==> src/verilog/spectrum_mem_pkg.sv <==
// Bus cycle and RAM request structs, machine model enum, 1FFD register views, map widths
`default_nettype none

package spectrum_mem_pkg;

	// ====================
	// Widths
	// ====================
	localparam int RAM_ADDR_W    = 25;
	localparam int BANK_OFFSET_W = 14;
	localparam int ROM_PAGE_W    = 4;

	// One Z80 bus cycle, all strobes active high
	typedef struct packed {
		logic [15:0] addr;
		logic [7:0]  dout;
		logic        mreq;
		logic        iorq;
		logic        rd;
		logic        wr;
		logic        m1;
	} cpu_bus_t;

	// Request to the external RAM, one per clock
	typedef struct packed {
		logic [RAM_ADDR_W-1:0] addr;
		logic [7:0]            din;
		logic                  we;
		logic                  rd;
	} ram_req_t;

	// Unlisted codes run as a 128K machine
	typedef enum logic [2:0] {
		MACHINE_128K  = 3'd0,
		MACHINE_P512  = 3'd1,
		MACHINE_48K   = 3'd3,
		MACHINE_PLUS3 = 3'd4
	} machine_t;

	// ====================
	// Port 1FFD
	// ====================
	typedef struct packed {
		logic [2:0] spare;
		logic       strobe;
		logic       motor;
		logic       rom_hi;
		logic       unused;
		logic       special;
	} port_1ffd_normal_t;

	// Bit 0 set turns the whole 64K into RAM
	typedef struct packed {
		logic [4:0] rest;
		logic [1:0] bank_config;
		logic       special;
	} port_1ffd_special_t;

	typedef union packed {
		port_1ffd_normal_t  normal;
		port_1ffd_special_t special;
	} port_1ffd_t;

	// Everything the mapper needs to place an access
	typedef struct packed {
		logic [7:0] page_7ffd;
		port_1ffd_t page_1ffd;
		logic [2:0] bank_hi;
		logic       is_48k;
		logic       is_plus3;
	} page_state_t;

endpackage

`default_nettype wire

==> src/verilog/bus_cycle_control.sv <==
// Port write decode with edge detection and CPU read data select
`timescale 1ns/1ns
`default_nettype none

module bus_cycle_control import spectrum_mem_pkg::*; (
	input  wire logic       clk_sys,
	input  wire logic       reset,
	input  cpu_bus_t        cpu,
	input  wire logic       locked,
	input  wire logic       is_plus3,
	input  wire logic [7:0] ram_dout,
	input  wire logic [7:0] fe_dout,
	output logic            wr_7ffd,
	output logic            wr_1ffd,
	output logic            wr_fe,
	output logic [7:0]      cpu_din
);

	logic io_wr;
	logic io_rd;
	logic io_wr_prev;
	logic io_wr_start;
	logic mem_rd;
	logic hit_7ffd;
	logic hit_1ffd;
	logic hit_fe;

	// ====================
	// Cycle qualify
	// ====================
	// Interrupt acknowledge has iorq with m1, so keep it out
	assign io_wr  = cpu.iorq & cpu.wr & ~cpu.m1;
	assign io_rd  = cpu.iorq & cpu.rd & ~cpu.m1;
	assign mem_rd = cpu.mreq & cpu.rd;

	always_ff @(posedge clk_sys) begin
		if (reset) begin
			io_wr_prev <= 1'b0;
		end else begin
			io_wr_prev <= io_wr;
		end
	end

	// A long write level counts only on its first cycle
	assign io_wr_start = io_wr & ~io_wr_prev;

	// ====================
	// Port decode
	// ====================
	// 7FFD on +3 also needs A14 high so it does not alias 1FFD
	assign hit_7ffd = ~cpu.addr[15] & ~cpu.addr[1] & (cpu.addr[14] | ~is_plus3) & ~locked;
	assign hit_1ffd = (cpu.addr[15:13] == 3'b000) & cpu.addr[12] & ~cpu.addr[1] & is_plus3
		& ~locked;
	assign hit_fe   = ~cpu.addr[0];

	assign wr_7ffd = io_wr_start & hit_7ffd;
	assign wr_1ffd = io_wr_start & hit_1ffd;

	// Paging ports win over the ULA when a sloppy address hits both
	assign wr_fe = io_wr_start & hit_fe & ~hit_7ffd & ~hit_1ffd;

	// ====================
	// Read data
	// ====================
	always_comb begin
		if (mem_rd) begin
			cpu_din = ram_dout;
		end else if (io_rd & ~cpu.addr[0]) begin
			cpu_din = fe_dout;
		end else begin
			// Floating bus
			cpu_din = 8'hFF;
		end
	end

endmodule

`default_nettype wire

==> src/verilog/paging_registers.sv <==
// 7FFD, 1FFD and Pentagon high bank registers, paging lock and machine model flags
`timescale 1ns/1ns
`default_nettype none

module paging_registers import spectrum_mem_pkg::*; (
	input  wire logic       clk_sys,
	input  wire logic       reset,
	input  machine_t        model,
	input  wire logic [7:0] data,
	input  wire logic       wr_7ffd,
	input  wire logic       wr_1ffd,
	output page_state_t     page,
	output logic            locked,
	output logic            screen_page
);

	logic is_p512;

	// ====================
	// Registers
	// ====================
	// Model flags follow the model input for as long as reset is held
	always_ff @(posedge clk_sys) begin
		if (reset) begin
			page.page_7ffd <= '0;
			page.page_1ffd <= '0;
			page.bank_hi   <= '0;
			page.is_48k    <= (model == MACHINE_48K);
			page.is_plus3  <= (model == MACHINE_PLUS3);
			is_p512        <= (model == MACHINE_P512);
		end else begin
			if (wr_7ffd) begin
				page.page_7ffd <= data;
				// Pentagon 512 uses the two top bits as extra bank select
				if (is_p512) begin
					page.bank_hi[1:0] <= data[7:6];
				end
			end
			if (wr_1ffd) begin
				page.page_1ffd <= data;
			end
		end
	end

	// ====================
	// Derived outputs
	// ====================
	// Bit 5 locks paging until the next reset; 48K never pages
	assign locked = page.is_48k | page.page_7ffd[5];

	// Shadow screen in bank 7 when set
	assign screen_page = page.page_7ffd[3];

endmodule

`default_nettype wire

==> src/verilog/memory_mapper.sv <==
// CPU address to external RAM address mapping, ROM page select and RAM strobes
`timescale 1ns/1ns
`default_nettype none

module memory_mapper import spectrum_mem_pkg::*; (
	input  cpu_bus_t    cpu,
	input  page_state_t page,
	output ram_req_t    ram
);

	logic [1:0]               slot;
	logic [BANK_OFFSET_W-1:0] offset;
	logic                     special_mode;
	logic [1:0]               bank_config;
	logic [ROM_PAGE_W-1:0]    rom_page;
	logic [5:0]               ram_bank;
	logic                     rom_sel;

	assign slot         = cpu.addr[15:14];
	assign offset       = cpu.addr[BANK_OFFSET_W-1:0];
	assign special_mode = page.page_1ffd.special.special;
	assign bank_config  = page.page_1ffd.special.bank_config;

	// ====================
	// ROM page
	// ====================
	always_comb begin
		if (page.is_plus3) begin
			// Four +3 ROMs, two select bits from two ports
			rom_page = {2'b10, page.page_1ffd.normal.rom_hi, page.page_7ffd[4]};
		end else begin
			rom_page = {3'b011, page.is_48k | page.page_7ffd[4]};
		end
	end

	// ====================
	// Bank select
	// ====================
	always_comb begin
		rom_sel  = 1'b0;
		ram_bank = '0;
		if (special_mode) begin
			// All-RAM layouts of the +3, bank per slot 0..3
			case ({bank_config, slot})
				4'b00_00: ram_bank = 6'd0;
				4'b00_01: ram_bank = 6'd1;
				4'b00_10: ram_bank = 6'd2;
				4'b00_11: ram_bank = 6'd3;
				4'b01_00: ram_bank = 6'd4;
				4'b01_01: ram_bank = 6'd5;
				4'b01_10: ram_bank = 6'd6;
				4'b01_11: ram_bank = 6'd7;
				4'b10_00: ram_bank = 6'd4;
				4'b10_01: ram_bank = 6'd5;
				4'b10_10: ram_bank = 6'd6;
				4'b10_11: ram_bank = 6'd3;
				4'b11_00: ram_bank = 6'd4;
				4'b11_01: ram_bank = 6'd7;
				4'b11_10: ram_bank = 6'd6;
				default:  ram_bank = 6'd3;
			endcase
		end else begin
			case (slot)
				2'd0: rom_sel = 1'b1;
				2'd1: ram_bank = 6'd5;
				2'd2: ram_bank = 6'd2;
				default: ram_bank = {page.bank_hi, page.page_7ffd[2:0]};
			endcase
		end
	end

	// ====================
	// RAM request
	// ====================
	always_comb begin
		if (rom_sel) begin
			// ROM images sit above the RAM banks
			ram.addr = RAM_ADDR_W'({3'b101, rom_page, offset});
		end else begin
			ram.addr = RAM_ADDR_W'({ram_bank, offset});
		end
		ram.din = cpu.dout;
		ram.rd  = cpu.mreq & cpu.rd;
		// Slot 0 is write protected unless it holds RAM
		ram.we  = cpu.mreq & cpu.wr & (special_mode | cpu.addr[15] | cpu.addr[14]);
	end

endmodule

`default_nettype wire

==> src/verilog/ula_port.sv <==
// ULA port FE latch for border, ear and mic, and the FE read value
`timescale 1ns/1ns
`default_nettype none

module ula_port (
	input  wire logic       clk_sys,
	input  wire logic       reset,
	input  wire logic [7:0] data,
	input  wire logic       wr_fe,
	input  wire logic       tape_in,
	input  wire logic [4:0] key_data,
	output logic [7:0]      fe_dout,
	output logic [2:0]      border_color,
	output logic            ear_out,
	output logic            mic_out
);

	// Border colour is only a display value
	always_ff @(posedge clk_sys) begin
		if (wr_fe) begin
			border_color <= data[2:0];
		end
	end

	// Speaker and tape out must be quiet after reset
	always_ff @(posedge clk_sys) begin
		if (reset) begin
			ear_out <= 1'b0;
			mic_out <= 1'b0;
		end else if (wr_fe) begin
			ear_out <= data[4];
			mic_out <= data[3];
		end
	end

	// Keyboard half-row, active low, with tape level in bit 6
	assign fe_dout = {1'b1, ~tape_in, 1'b1, key_data};

endmodule

`default_nettype wire

==> src/verilog/spectrum_mem_io.sv <==
// Top level of the paging and port I/O core
`timescale 1ns/1ns
`default_nettype none

module spectrum_mem_io import spectrum_mem_pkg::*; (
	input  wire logic       clk_sys,
	input  wire logic       reset,
	input  cpu_bus_t        cpu,
	input  machine_t        model,
	input  wire logic [7:0] ram_dout,
	input  wire logic [4:0] key_data,
	input  wire logic       tape_in,
	output ram_req_t        ram,
	output logic [7:0]      cpu_din,
	output logic [2:0]      border_color,
	output logic            ear_out,
	output logic            mic_out,
	output logic            screen_page
);

	logic        wr_7ffd;
	logic        wr_1ffd;
	logic        wr_fe;
	logic        locked;
	logic [7:0]  fe_dout;
	page_state_t page;

	bus_cycle_control u_bus_cycle_control (
		.clk_sys  (clk_sys),
		.reset    (reset),
		.cpu      (cpu),
		.locked   (locked),
		.is_plus3 (page.is_plus3),
		.ram_dout (ram_dout),
		.fe_dout  (fe_dout),
		.wr_7ffd  (wr_7ffd),
		.wr_1ffd  (wr_1ffd),
		.wr_fe    (wr_fe),
		.cpu_din  (cpu_din)
	);

	paging_registers u_paging_registers (
		.clk_sys     (clk_sys),
		.reset       (reset),
		.model       (model),
		.data        (cpu.dout),
		.wr_7ffd     (wr_7ffd),
		.wr_1ffd     (wr_1ffd),
		.page        (page),
		.locked      (locked),
		.screen_page (screen_page)
	);

	memory_mapper u_memory_mapper (
		.cpu  (cpu),
		.page (page),
		.ram  (ram)
	);

	ula_port u_ula_port (
		.clk_sys      (clk_sys),
		.reset        (reset),
		.data         (cpu.dout),
		.wr_fe        (wr_fe),
		.tape_in      (tape_in),
		.key_data     (key_data),
		.fe_dout      (fe_dout),
		.border_color (border_color),
		.ear_out      (ear_out),
		.mic_out      (mic_out)
	);

endmodule

`default_nettype wire

==> config.mk <==
export PLATFORM = sky130hd
export DESIGN_NAME = spectrum_mem_io
export DESIGN_NICKNAME = d
export VERILOG_FILES = /design/src/verilog/spectrum_mem_pkg.sv /design/src/verilog/bus_cycle_control.sv /design/src/verilog/paging_registers.sv /design/src/verilog/memory_mapper.sv /design/src/verilog/ula_port.sv /design/src/verilog/spectrum_mem_io.sv
export SDC_FILE = /design/constraint.sdc
export NUM_CORES = 1
export LEC_CHECK = 0
export BUFFER_PORTS_ARGS = -buffer_cell sky130_fd_sc_hd__buf_2
export CORE_ASPECT_RATIO = 1.4
export CORE_MARGIN = 2
export CORE_UTILIZATION = 40
export CTS_CLUSTER_SIZE = 10
export DETAILED_ROUTE_END_ITERATION = 16
export PLACE_DENSITY = 0.8
export REMOVE_ABC_BUFFERS = 1
export SLEW_MARGIN = 20
export SYNTH_ARGS = -nofsm -noshare
export SYNTH_HDL_FRONTEND = slang
export SYNTH_SLANG_ARGS = --single-unit
==> constraint.sdc <==
create_clock -name clk_sys -period 1.6 [get_ports clk_sys]
set_input_delay 0.24 -clock clk_sys [delete_from_list [all_inputs] [get_ports clk_sys]]
set_output_delay 0.24 -clock clk_sys [all_outputs]
set_load 0.02 [all_outputs]
==> impl_metrics.toml <==
[grt]
grt_pass1_wl_um = 4347
grt_overflow = 0
busiest_layer = "met2"
antenna_found_initial = 0
grt_util_met2 = 0.2757
met3_usage = 0.03586
first_global_vias = 997
use_met1 = 0.1671
grt_use_total = 0.1576
grt_max_degree = 23

[cts]
h-tree-depth = 1
cts_root_buffer = "clkbuf_8"
cts.path.max_buffers = 2
clk_latency_ns = 0.26
hold_buffers = 0
cts_buffers = 3
cts_tree = "done"
clock_sinks = 20
clkTransAtPathRegs_ns = 0.07

[place]
gp_congestion = 0.7821
post_dp_cell_area_um2 = 1479
dp.final_hpwl_um = 2439
io_buffer_count = 71
dp_cells = 224
pre_cts_ws_ns = 0.1060

[floorplanning]
initial_utilization = 0.4142
fp.dieH_um = 70.97
rows = 24
die_x_um = 51.83
num_io_pins = 97
core_area_um2 = 3093
die-area_um2 = 3678

[power_and_ir_drop]
combPwrFrac = 0.214
peakVddDrop_uv = 474.6
p_clk_frac = 0.326
total_power_mw = 1.168
swShare = 0.2672
power_density_nw_per_um2 = 752.2
p_switching_uw = 312.1
p_leak_nw = 0.7668
seq_power_share = 0.460
p_int_uw = 855.9

[cells_and_area]
syn2layout_area_growth_pct = 21.19
diodes = 0
final_cell_mix = "buf_2, nor2_1, dfxtp_1"
drive_above_1_share = 0.4815
fillers = 313
nNetsFinal = 238
stdcell_area_um2 = 1553
final_common_cell = "buf_2"
final_cells = 228

[setup_path]
rr_worst_depth = 4
path_cells = "a31o_2, a221oi_2, a31oi_1, buf_2"
cp_slowest_stage_delay_ns = 0.35
crit_required_ns = 1.36
cpLargestDelayFamily = "compound AO/OA/AOI/OAI gates"
r2r_slack_ns = 0.12
critical_path_class = "flip-flop to primary output"
worst_setup_path_end_kind = "primary output"
path_buf_inv = 1
cpMaxStageDelayCell = "dfxtp_1"
start_kind = "flip-flop"
arrival_ns = 1.31
worst-path-stages = 4
cp_max_fo = 5

[drt]
vias_per_cell = 4.982
post_drt_wl_per_cell_um = 13.42
drt_iter0_markers = 5
wirelength_um = 3059
drt-pass1-iter-count = 3
vias = 1136
drcViolationCount = 0
ant_nets = 0

[yosys]
syn_avg_cell_area_um2 = 9.152
ys_ff_latch = 20
netlist_instances = 140
yosys_warnings = 0
synth_area_um2 = 1281
synth_cell_types = 33
ys_seq_area_frac = 0.3594

[timing]
fmax_mhz = 645.1
setup_tns_ns = 0
finalClockSkew_ns = 0.004440
timing.final.ws_setup_ns = 0.04981
drv_slew = 0
finalHoldViolCount = 0
post-route-period-util = 0.9689
setup_violations = 0
layout_min_cycle_time_ns = 1.550

[hold_path]
hold_path_depth = 1
hold_path_class = "primary input to flip-flop"

[flow_run]
maxCapViolCount = 0

[run_status]
outcome = "completed"
-- per-stage QoR --
step           utilization  hold WS (ns)
4_1_cts             0.4964        0.1981
3_3_place_gp        0.4782        0.4632
2_1_floorplan            -        0.3124
3_5_place_dp        0.4782        0.4665
5_1_grt             0.5020        0.2031
6_report            0.5020        0.1997
-- power groups by stage --
stage / Clock (mW) / Combinational (mW) / Sequential, mW
floorplan: 0 / 0.0976 / 0.552
global placement: 0 / 0.242 / 0.549
detailed placement: 0 / 0.244 / 0.549
CTS: 0.386 / 0.245 / 0.539
global route: 0.404 / 0.269 / 0.538
finish: 0.380 / 0.250 / 0.538
-- state kept, by name, summed over array words and instances (netlist names) --
signal	flops
u_paging_registers.page	13
u_ula_port.mic_out	1
u_ula_port.ear_out	1
u_bus_cycle_control.io_wr_prev	1
u_paging_registers.is_p512	1
u_ula_port.border_color	3
-- layer usage --
| layer | wire (µm) | vias up |
|---|---|---|
| met5 | 0 | - |
| met2 | 1584 | 79 |
| li1 | - | 547 |
| met1 | 1092 | 503 |
| met4 | 86 | 0 |
| met3 | 295 | 7 |
-- cell families (layout without fill, tap and decap cells) --
family	count (synthesis)	count (layout)	synth area share
simple gates	48	48	0.2393
buf+inv	40	85	0.2139
compound gates	23	23	0.1221
flops	20	20	0.3594
mux	8	8	0.06250
other cells	1	5	0.002927
-- final timing paths --
check | startpoint | endpoint
hold reg to reg | u_ula_port.mic_out | u_ula_port.mic_out
setup reg to reg | u_paging_registers.page[0] | u_ula_port.border_color[1]
hold / removal | cpu[7] | u_ula_port.border_color[2]
setup / recovery | u_paging_registers.page[7] | ram[25]
-- synthesized netlist by cell type (all sizes together) --
cell type   n  area share
and3b       1      0.0068
edfxtp      6        0.14
nand2       2      0.0059
buf        31        0.19
nor2       14       0.041
a2bb2oi     1      0.0068
and4bb      1      0.0098
nor3b       2       0.012
conb        1      0.0029
clkbuf      3      0.0088
nand2b      9       0.044
a31oi       1      0.0049
a2111o      1      0.0088
nor4        1       0.017
nand4b      2       0.014
o22a        5       0.034
a21oi       5       0.020
dfxtp      14        0.22
or2         4       0.020
a211oi      1      0.0059
mux2i       8       0.063
a31o        1      0.0068
a221oi      1      0.0068
nand4       1      0.0049
inv         6       0.018
nand3b      6       0.038
o22ai       1      0.0049
o21ai       6       0.023
nand3       3       0.012
nor2b       2       0.016
-- cell type report --
type	count	area, µm²	area share
clock buffers	4	55.05	0.03546
inverters	6	22.52	0.01450
multi-input cells	84	574.3	0.3699
flip-flops and latches	20	461.7	0.2973
well taps	39	48.80	0.03143
repair buffers	75	390.4	0.2514
-- repair_timing --
item                       4_1_cts  5_1_grt
buffers inserted                 0        1
resized for setup                2        3
pin swaps                        2        2
setup endpoints to repair        2        7
(Power assumes the default switching activity.)
